[config.mk]
export PLATFORM = sky130hd
export DESIGN_NAME = sequencer_flat
export DESIGN_NICKNAME = d
export VERILOG_FILES = /design/src/source/isa_pkg.sv /design/src/source/ctrl_pkg.sv /design/src/source/core_if.sv /design/src/source/sequencer.sv /design/src/flat_wrapper.sv
export SDC_FILE = /design/constraint.sdc
export NUM_CORES = 1
export LEC_CHECK = 0
export ABC_CLOCK_PERIOD_IN_PS = 2500
export BUFFER_PORTS_ARGS = -buffer_cell sky130_fd_sc_hd__buf_2
export CAP_MARGIN = 20
export CELL_PAD_IN_SITES_DETAIL_PLACEMENT = 1
export CELL_PAD_IN_SITES_GLOBAL_PLACEMENT = 2
export CORE_MARGIN = 5
export CORE_UTILIZATION = 29
export DETAILED_ROUTE_END_ITERATION = 10
export PLACE_DENSITY_LB_ADDON = 0.12
export SLEW_MARGIN = 10
export SYNTH_ARGS = -nofsm -noshare
export SYNTH_HDL_FRONTEND = slang
export SYNTH_SLANG_ARGS = --single-unit
[constraint.sdc]
create_clock -name clk -period 2.5 [get_ports clk]
set_input_delay 0.75 -clock clk [delete_from_list [all_inputs] [get_ports clk]]
set_output_delay 0.75 -clock clk [all_outputs]
set_load 0.01 [all_outputs]
[src/source/isa_pkg.sv]
`default_nettype none

package isa_pkg;

   typedef logic [7:0] word_t;                 // Data and address word

   // One nibble per instruction, high nibble of a byte first
   typedef enum logic [3:0] {
      OP_ADD  = 4'h0,                          // r0 = r1 + r2
      OP_SUB  = 4'h1,                          // r0 = r1 - r2
      OP_MUL  = 4'h2,                          // r0 = low byte of r1 * r2
      OP_NAND = 4'h3,                          // r0 = ~(r1 & r2)
      OP_SW01 = 4'h4,                          // Swap r0 and r1
      OP_SW12 = 4'h5,                          // Swap r1 and r2
      OP_SW23 = 4'h6,                          // Swap r2 and r3
      OP_BE   = 4'h7,                          // pc = r3 if r1 == r2
      OP_LDW  = 4'hC,                          // r2 = mem[r3]
      OP_STW  = 4'hD,                          // mem[r3] = r2
      OP_REF  = 4'hE                           // r0 = mem[0]
   } opcode_t;

   typedef logic [1:0] reg_idx_t;              // r0 to r3

   localparam int unsigned MAP_REG_BIT = 8;    // Map address bit for register space

endpackage

`default_nettype wire

[src/source/ctrl_pkg.sv]
`default_nettype none

package ctrl_pkg;

   typedef enum logic [3:0] {
      IDLE,
      LOAD_REGS,                               // Soft start, fills r0 to r3
      FETCH,
      DECODE,
      EXEC_1,
      EXEC_2,
      EXEC_3
   } seq_state_t;

   typedef enum logic [3:0] {
      BUS_LOAD_ADDR,
      BUS_FETCH_ADDR,
      BUS_PC_INC,
      BUS_ADD,
      BUS_SUB,
      BUS_MUL,
      BUS_NAND,
      BUS_X01,
      BUS_X12,
      BUS_X23,
      BUS_R2,
      BUS_R3,
      BUS_MEM,
      BUS_ZERO
   } bus_src_t;

   // Bit 2 set takes bus, clear takes memory; low bits pick the register
   typedef logic [2:0] rb_sel_t;

endpackage

`default_nettype wire

[src/source/core_if.sv]
`default_nettype none

interface core_if;
   import isa_pkg::*;
   import ctrl_pkg::*;

   // Control from the sequencer
   bus_src_t   bus_src;
   reg_idx_t   load_idx;
   rb_sel_t    rb_sel;
   logic       rb_we;
   logic       ir_we;
   logic       pc_we;
   logic       ale;                            // Address latch enable
   logic       mem_we;

   // Datapath
   word_t      bus;
   word_t      mem_rd;                         // Byte at the address latch
   word_t      pc;                             // Nibble address
   opcode_t    opcode;
   logic       z;                              // r1 == r2
   word_t      r0;
   word_t      r1;
   word_t      r2;
   word_t      r3;

   modport seq   (output bus_src, load_idx, rb_sel, rb_we, ir_we, pc_we, ale, mem_we,
                  input  opcode, z);
   modport exec  (output bus,
                  input  bus_src, load_idx, mem_rd, pc, r0, r1, r2, r3);
   modport regs  (output z, r0, r1, r2, r3,
                  input  bus, mem_rd, rb_sel, rb_we);
   modport fetch (output pc, opcode,
                  input  bus, mem_rd, ir_we, pc_we);
   modport mem   (output mem_rd,
                  input  bus, ale, mem_we);

endinterface

`default_nettype wire

[src/source/sequencer.sv]
`default_nettype none

module sequencer (
   input logic    clk,
   input logic    nRst,
   input logic    soft_start,
   core_if.seq    cif
);
   import isa_pkg::*;
   import ctrl_pkg::*;

   seq_state_t    state;
   logic [2:0]    load_cnt;                    // Five load cycles
   reg_idx_t      load_reg;
   logic          is_swap;
   logic          is_mem_op;

   assign cif.load_idx = load_cnt[1:0];
   assign load_reg     = load_cnt[1:0] - 2'd1; // Register filled by the previous latch

   assign is_swap   = (cif.opcode == OP_SW01) || (cif.opcode == OP_SW12) ||
                      (cif.opcode == OP_SW23);
   assign is_mem_op = (cif.opcode == OP_LDW) || (cif.opcode == OP_STW) ||
                      (cif.opcode == OP_REF);

   always_ff @(posedge clk or negedge nRst) begin
      if (!nRst) begin
         state    <= IDLE;                     // Wait for a soft start
         load_cnt <= '0;
      end else if (soft_start) begin
         state    <= LOAD_REGS;
         load_cnt <= '0;
      end else begin
         case (state)
            IDLE:      state <= IDLE;
            LOAD_REGS: begin
               load_cnt <= load_cnt + 3'd1;
               if (load_cnt == 3'd4)
                  state <= FETCH;
            end
            FETCH:     state <= DECODE;
            DECODE:    state <= EXEC_1;
            EXEC_1:    state <= (is_swap || is_mem_op) ? EXEC_2 : FETCH;
            EXEC_2:    state <= is_swap ? EXEC_3 : FETCH;
            EXEC_3:    state <= FETCH;
            default:   state <= IDLE;
         endcase
      end
   end

   always_comb begin
      cif.bus_src = BUS_ZERO;
      cif.rb_sel  = 3'd4;                      // r0 from bus
      cif.rb_we   = 1'b0;
      cif.ir_we   = 1'b0;
      cif.pc_we   = 1'b0;
      cif.ale     = 1'b0;
      cif.mem_we  = 1'b0;
      case (state)
         LOAD_REGS: begin
            cif.ale     = 1'b1;
            cif.bus_src = (load_cnt == 3'd4) ? BUS_FETCH_ADDR : BUS_LOAD_ADDR;
            if (load_cnt != 3'd0) begin
               cif.rb_sel = {1'b0, load_reg};  // From memory
               cif.rb_we  = 1'b1;
            end
         end
         FETCH: begin
            cif.bus_src = BUS_FETCH_ADDR;
            cif.ale     = 1'b1;
         end
         DECODE: begin
            cif.bus_src = BUS_PC_INC;
            cif.ir_we   = 1'b1;
            cif.pc_we   = 1'b1;
         end
         EXEC_1: begin
            case (cif.opcode)
               OP_ADD:  begin cif.bus_src = BUS_ADD;  cif.rb_we = 1'b1; end
               OP_SUB:  begin cif.bus_src = BUS_SUB;  cif.rb_we = 1'b1; end
               OP_MUL:  begin cif.bus_src = BUS_MUL;  cif.rb_we = 1'b1; end
               OP_NAND: begin cif.bus_src = BUS_NAND; cif.rb_we = 1'b1; end
               OP_SW01: begin cif.bus_src = BUS_X01;  cif.rb_we = 1'b1; end
               OP_SW12: begin
                  cif.bus_src = BUS_X12;
                  cif.rb_sel  = 3'd5;
                  cif.rb_we   = 1'b1;
               end
               OP_SW23: begin
                  cif.bus_src = BUS_X23;
                  cif.rb_sel  = 3'd6;
                  cif.rb_we   = 1'b1;
               end
               OP_BE: begin
                  cif.bus_src = BUS_R3;
                  cif.pc_we   = cif.z;         // Taken only on equal
               end
               OP_LDW, OP_STW: begin
                  cif.bus_src = BUS_R3;
                  cif.ale     = 1'b1;
               end
               OP_REF:  cif.ale = 1'b1;        // Latch address 0
               default: ;                      // Dropped opcodes
            endcase
         end
         EXEC_2: begin
            case (cif.opcode)
               OP_SW01: begin
                  cif.bus_src = BUS_X01;
                  cif.rb_sel  = 3'd5;
                  cif.rb_we   = 1'b1;
               end
               OP_SW12: begin
                  cif.bus_src = BUS_X12;
                  cif.rb_sel  = 3'd6;
                  cif.rb_we   = 1'b1;
               end
               OP_SW23: begin
                  cif.bus_src = BUS_X23;
                  cif.rb_sel  = 3'd7;
                  cif.rb_we   = 1'b1;
               end
               OP_LDW: begin
                  cif.bus_src = BUS_MEM;
                  cif.rb_sel  = 3'd6;          // r2 from bus
                  cif.rb_we   = 1'b1;
               end
               OP_STW: begin
                  cif.bus_src = BUS_R2;
                  cif.mem_we  = 1'b1;
               end
               OP_REF: begin
                  cif.rb_sel = 3'd0;           // r0 from memory
                  cif.rb_we  = 1'b1;
               end
               default: ;
            endcase
         end
         EXEC_3: begin
            cif.rb_we = 1'b1;                  // Last XOR of a swap
            case (cif.opcode)
               OP_SW12: begin cif.bus_src = BUS_X12; cif.rb_sel = 3'd5; end
               OP_SW23: begin cif.bus_src = BUS_X23; cif.rb_sel = 3'd6; end
               default: cif.bus_src = BUS_X01;
            endcase
         end
         default: ;
      endcase
   end

endmodule

`default_nettype wire

[src/flat_wrapper.sv]
// flat-port wrapper written by rule: the top's interface ports become plain ports
module sequencer_flat import isa_pkg::*; import ctrl_pkg::*;
  (clk, nRst, soft_start, cif_bus_src, cif_load_idx, cif_rb_sel, cif_rb_we, cif_ir_we, cif_pc_we, cif_ale, cif_mem_we, cif_opcode, cif_z);
  core_if cif_i ();
  input logic clk;
  input logic nRst;
  input logic soft_start;
  output wire logic [$bits(cif_i.bus_src)-1:0] cif_bus_src;
  output wire logic [$bits(cif_i.load_idx)-1:0] cif_load_idx;
  output wire logic [$bits(cif_i.rb_sel)-1:0] cif_rb_sel;
  output wire logic [$bits(cif_i.rb_we)-1:0] cif_rb_we;
  output wire logic [$bits(cif_i.ir_we)-1:0] cif_ir_we;
  output wire logic [$bits(cif_i.pc_we)-1:0] cif_pc_we;
  output wire logic [$bits(cif_i.ale)-1:0] cif_ale;
  output wire logic [$bits(cif_i.mem_we)-1:0] cif_mem_we;
  input wire logic [$bits(cif_i.opcode)-1:0] cif_opcode;
  input wire logic [$bits(cif_i.z)-1:0] cif_z;
  assign cif_bus_src = cif_i.bus_src;
  assign cif_load_idx = cif_i.load_idx;
  assign cif_rb_sel = cif_i.rb_sel;
  assign cif_rb_we = cif_i.rb_we;
  assign cif_ir_we = cif_i.ir_we;
  assign cif_pc_we = cif_i.pc_we;
  assign cif_ale = cif_i.ale;
  assign cif_mem_we = cif_i.mem_we;
  assign cif_i.opcode = cif_opcode;
  assign cif_i.z = cif_z;
  sequencer u_core (.clk(clk), .nRst(nRst), .soft_start(soft_start), .cif(cif_i));
endmodule
Word level (Yosys, flattened, before mapping):

Cells that the tools add are included.

* register bits: 7
* input bits: 8
* output and inout port bits: 14
* logic and storage cells: 64

* $add $sub $neg: 2
* eq/ne operators: 18
* multiplexer cells: 27
* reduce and logical (&&, ||, !) cells: 15

Operator list (count)
* $pmux W4 S6: 2
* $pmux W4 S8: 1
* $eq A4 B3 Y1 const B: 7
* $pmux W4 S5: 1
* $eq A4 B2 Y1 const B: 4
* $mux W3: 5
* $eq A4 B4 Y1 const B: 3
* $pmux W3 S4: 1
* $mux W1: 9
* $pmux W3 S3: 1
* $eq A4 B1 Y1 const B: 2
* $mux W4: 2
* $pmux W4 S2: 1
* $reduce_or A7 Y1: 1
* $reduce_or A2 Y1: 3
* $reduce_or A3 Y1: 2
* $logic_or A1 B1 Y1: 5
* $reduce_or A5 Y1: 1
* $logic_not A4 Y1: 1
* $pmux W1 S2: 2
* $pmux W1 S4: 1
* $pmux W2 S2: 1
* $add A3 B1 Y3 const B: 1
* $eq A3 B3 Y1 const B: 1
* other kinds (4): 4

Depth between registers and ports, before layout:

* word-level depth: 7
* mapped depth: 6
* depth with buffers taken out: 6

Worst setup path before layout:

OpenSTA, ideal clock, no wires.

* kind: input port to output port
* start point: input port cif_opcode[1]
* end point: output port cif_rb_sel[1]
* arrival time: 1.572 ns
* data required time: 1.750 ns
* path slack: 0.178 ns
* stages: 4
* path buffers: 0
* cells stage by stage: inv_1 -> mux2_2 -> o22a_1 -> o31ai_2

* cells in the longest elaborated chain, start to end: 4
* elaborated cells between the ends (all ways): 9
* classes of those cells: eq/ne: 5; mux: 3; reduce/logical: 1

Ends and longest elaborated chain
* start, declared: line flat_wrapper.sv:16 `input wire logic [$bits(cif_i.opcode)-1:0] cif_opcode;`
* $eq A4 B4 Y1 / $eq A4 B3 Y1 (equally long branches): line sequencer.sv:107, sequencer.sv:78, sequencer.sv:141
* $reduce_or A2 Y1 (no source line)
* $pmux W3 S4: line sequencer.sv:107 `case (cif.opcode)`
* $pmux W3 S3 *: line sequencer.sv:59 `case (state)`
* end, declared: line flat_wrapper.sv:10 `output wire logic [$bits(cif_i.rb_sel)-1:0] cif_rb_sel;`

Mark *: on every way between the ends. The rest lies on a longest branch, timed or not.

Worst setup path in the final report:

* start point: input port cif_opcode[3]
* end point: output port cif_rb_sel[1]

Same word-level chain as after synthesis.

==> metrics.cfg <==
[clock_tree]
htree_num_levels = 1
clk-insertion-delay-late_ps = 240
cts.clk_slew.worst_paths_ps = 50
cts_made_buffers = 3
cts_tree = done
clock_path_buffers = 2
root_buffer = clkbuf_4
cts_sinks = 6

[timing]
min_period_ps = 2500
hold_viol = 0
tightest_slew_ps = 271
setup_violations = 1
grt_setup_unrepaired = yes
hold_slack_ps = 325
slew_violations = 0
fin_skew_ps = 0.771
layout_setup_ws_ps = -4.59
finalCritPeriodShare_pct = 100
slew_headroom_pct = 81.7
max_freq_ghz = 0.399

[setup_path]
cp.required_ps = 1750
crit_arrival_ps = 1750
start_kind = input pin
cp-end-kind = output port
path_class = input pin to output port
rr_worst_depth = 5
cp_max_fo = 7

[final_layout]
final_area_um2 = 1320
n_antenna_cell = 0
drive_gt1_share_pct = 45.1
final_util_pct = 43.3
syn2layout_area_growth_pct = 42.1
nets = 174

[route]
viasPerCell = 5.04
drt-total-wl_um = 3060
wire_per_inst_um = 14.8
postRouteAntennaNets = 0
vias = 1039
first_pass_iters = 4
drt_iter0_drc = 35
drc = 0

[grt]
busiest_layer = met2
met3_usage_pct = 2.02
grt_usage_pct = 14.7
gr-usage-met2_pct = 25.5
grt_pass1_wl_um = 5140
grt_max_degree = 13
grt.met1_usage_pct = 19.6
grt_pass1_vias = 1100
grt-ovfl-total = 0
antenna_found_initial = 0

[logic_synthesis]
synth-seq-area-share_pct = 16.2
synth_top_cell_by_area = dfrtp_1
synthArstFlopShare_pct = 100
syn_inst = 124
postSynthAreaPerCell_um2 = 7.50
synth.cell_area_um2 = 930
synth-main-ff-cell = dfrtp_1
synth_area_leaders = dfrtp_1, nand2b_1, nand2_1
synth_edf_count = 0
yosys_register_bits = 6
synthesis.nets = 134
yosys_warnings = 0
synth_top_area_share_pct = 16.2
synth.distinct_cells = 47

[power]
p_leak_nw = 0.566
power_density_nw_per_um2 = 934
peakVddDrop_v = 0.000492

[place]
gp_congestion = 0.842
port_buffers = 21
dp_slack_ps = -67.9
placed_area_um2 = 1200
hpwlAfterDp_um = 2480

[worst_hold_path]
hp-class = input pin to async pin

[die]
start_util_pct = 30.5
ioPinCount = 22
rows = 20
die-area_um2 = 4440
fp.coreArea_um2 = 3050
dieHeight_um = 66.6
chipWidth_um = 66.6

[job]
cap_viol_max_count = 0

[outcome]
failed_checks = setup timing
status = finished, violations left

## report_power, final
part | total (mW) | switching, mW | internal, mW
sequential | 0.182 | 0.0505 | 0.132
combinational | 0.964 | 0.498 | 0.466
clock | 0.0887 | 0.0345 | 0.0543
total | 1.23 | 0.583 | 0.651
## layout make-up
type                       instances  area, um^2
clock buffer                       3        22.5
fill                             406        1730
inverter                           6        25.0
multi-input combinational         99         722
sequential                         6         151
tap                               44        55.1
timing repair buffer              48         345
## routing by layer
layer  part of all wire [%]  routed length (um)  vias to the layer above
li1                       -                   -                      519
met1                     45                1360                      496
met2                     51                1560                       22
met3                    3.9                 119                        2
met4                   0.56                  17                        0
met5                      0                   0                        -
## cells by family (layout without fill, tap and decap cells)
group | Yosys count | in the layout | share of synthesized area [%]
xor+xnor | 3 | 3 | 2.83
flops | 6 | 6 | 16.2
compound gates | 38 | 38 | 28.9
fa+ha+maj | 2 | 2 | 2.69
buf+inv | 19 | 57 | 12.5
simple gates | 53 | 53 | 33.4
mux | 3 | 3 | 3.50
## registers in the layout (all words and copies together) (netlist names)
register,flops
u_core.state,3
u_core.load_cnt,3
## placed cells by master (no fill, tap or decap), types with 3 or more instances in the layout
cell type / count
o21ai_0: 3
nand2_1: 10
dfrtp_1: 5
nor2_1: 9
buf_2: 17
inv_1: 5
a21oi_1: 7
nand3_1: 4
buf_4: 27
nor2b_1: 3
nand2b_1: 8
clkbuf_4: 3
o21ai_1: 5
## what timing repair did
action,in CTS,in global routing
pin swaps,3,1
setup buffers,2,0
setup endpoints to repair,5,9
hold buffers,0,0
resized for setup,7,22
## stage by stage
step	TNS [ps]	total power, mW	instances
2_1_floorplan	0	0.782	124
3_3_place_gp	-191	1.10	201
3_5_place_dp	-271	1.12	201
4_1_cts	-111	1.23	206
5_1_grt	-210	1.36	206
6_report	-4.59	1.23	206
## path summary, 6_finish.rpt
kind	start	endpoint	slack (ps)
worst max register to register	u_core.state[0]	u_core.state[1]	1020
worst min register to register	u_core.load_cnt[2]	u_core.load_cnt[2]	590
worst max-delay path	cif_opcode[3]	cif_rb_sel[1]	-5
worst min-delay path	nRst	u_core.load_cnt[2]	320
min in group clk	u_core.load_cnt[2]	u_core.load_cnt[2]	590
max in group asynchronous	nRst	u_core.state[2]	2020
## critical path, cell delays in order
cell and delay (ps):
buf_8 100, buf_12 130, mux2_4 260, o22a_1 180, o31ai_2 170, buf_2 160
## cell usage after synthesis, types with 2 or more instances
master and instances:
a21boi_1 3, a21oi_1 8, buf_2 6, buf_4 4
buf_6 3, dfrtp_1 6, ha_1 2, inv_1 6
nand2_1 11, nand2b_1 8, nand3_1 4, nand3b_1 2
nand4_1 2, nor2_1 10, nor2b_1 5, o21ai_0 5
o21ai_1 3, o21bai_1 2, o221ai_1 2, o311ai_1 2
o31ai_1 2, o32ai_1 2, xnor2_1 2
Note: power is estimated with default switching activity, not from simulation.
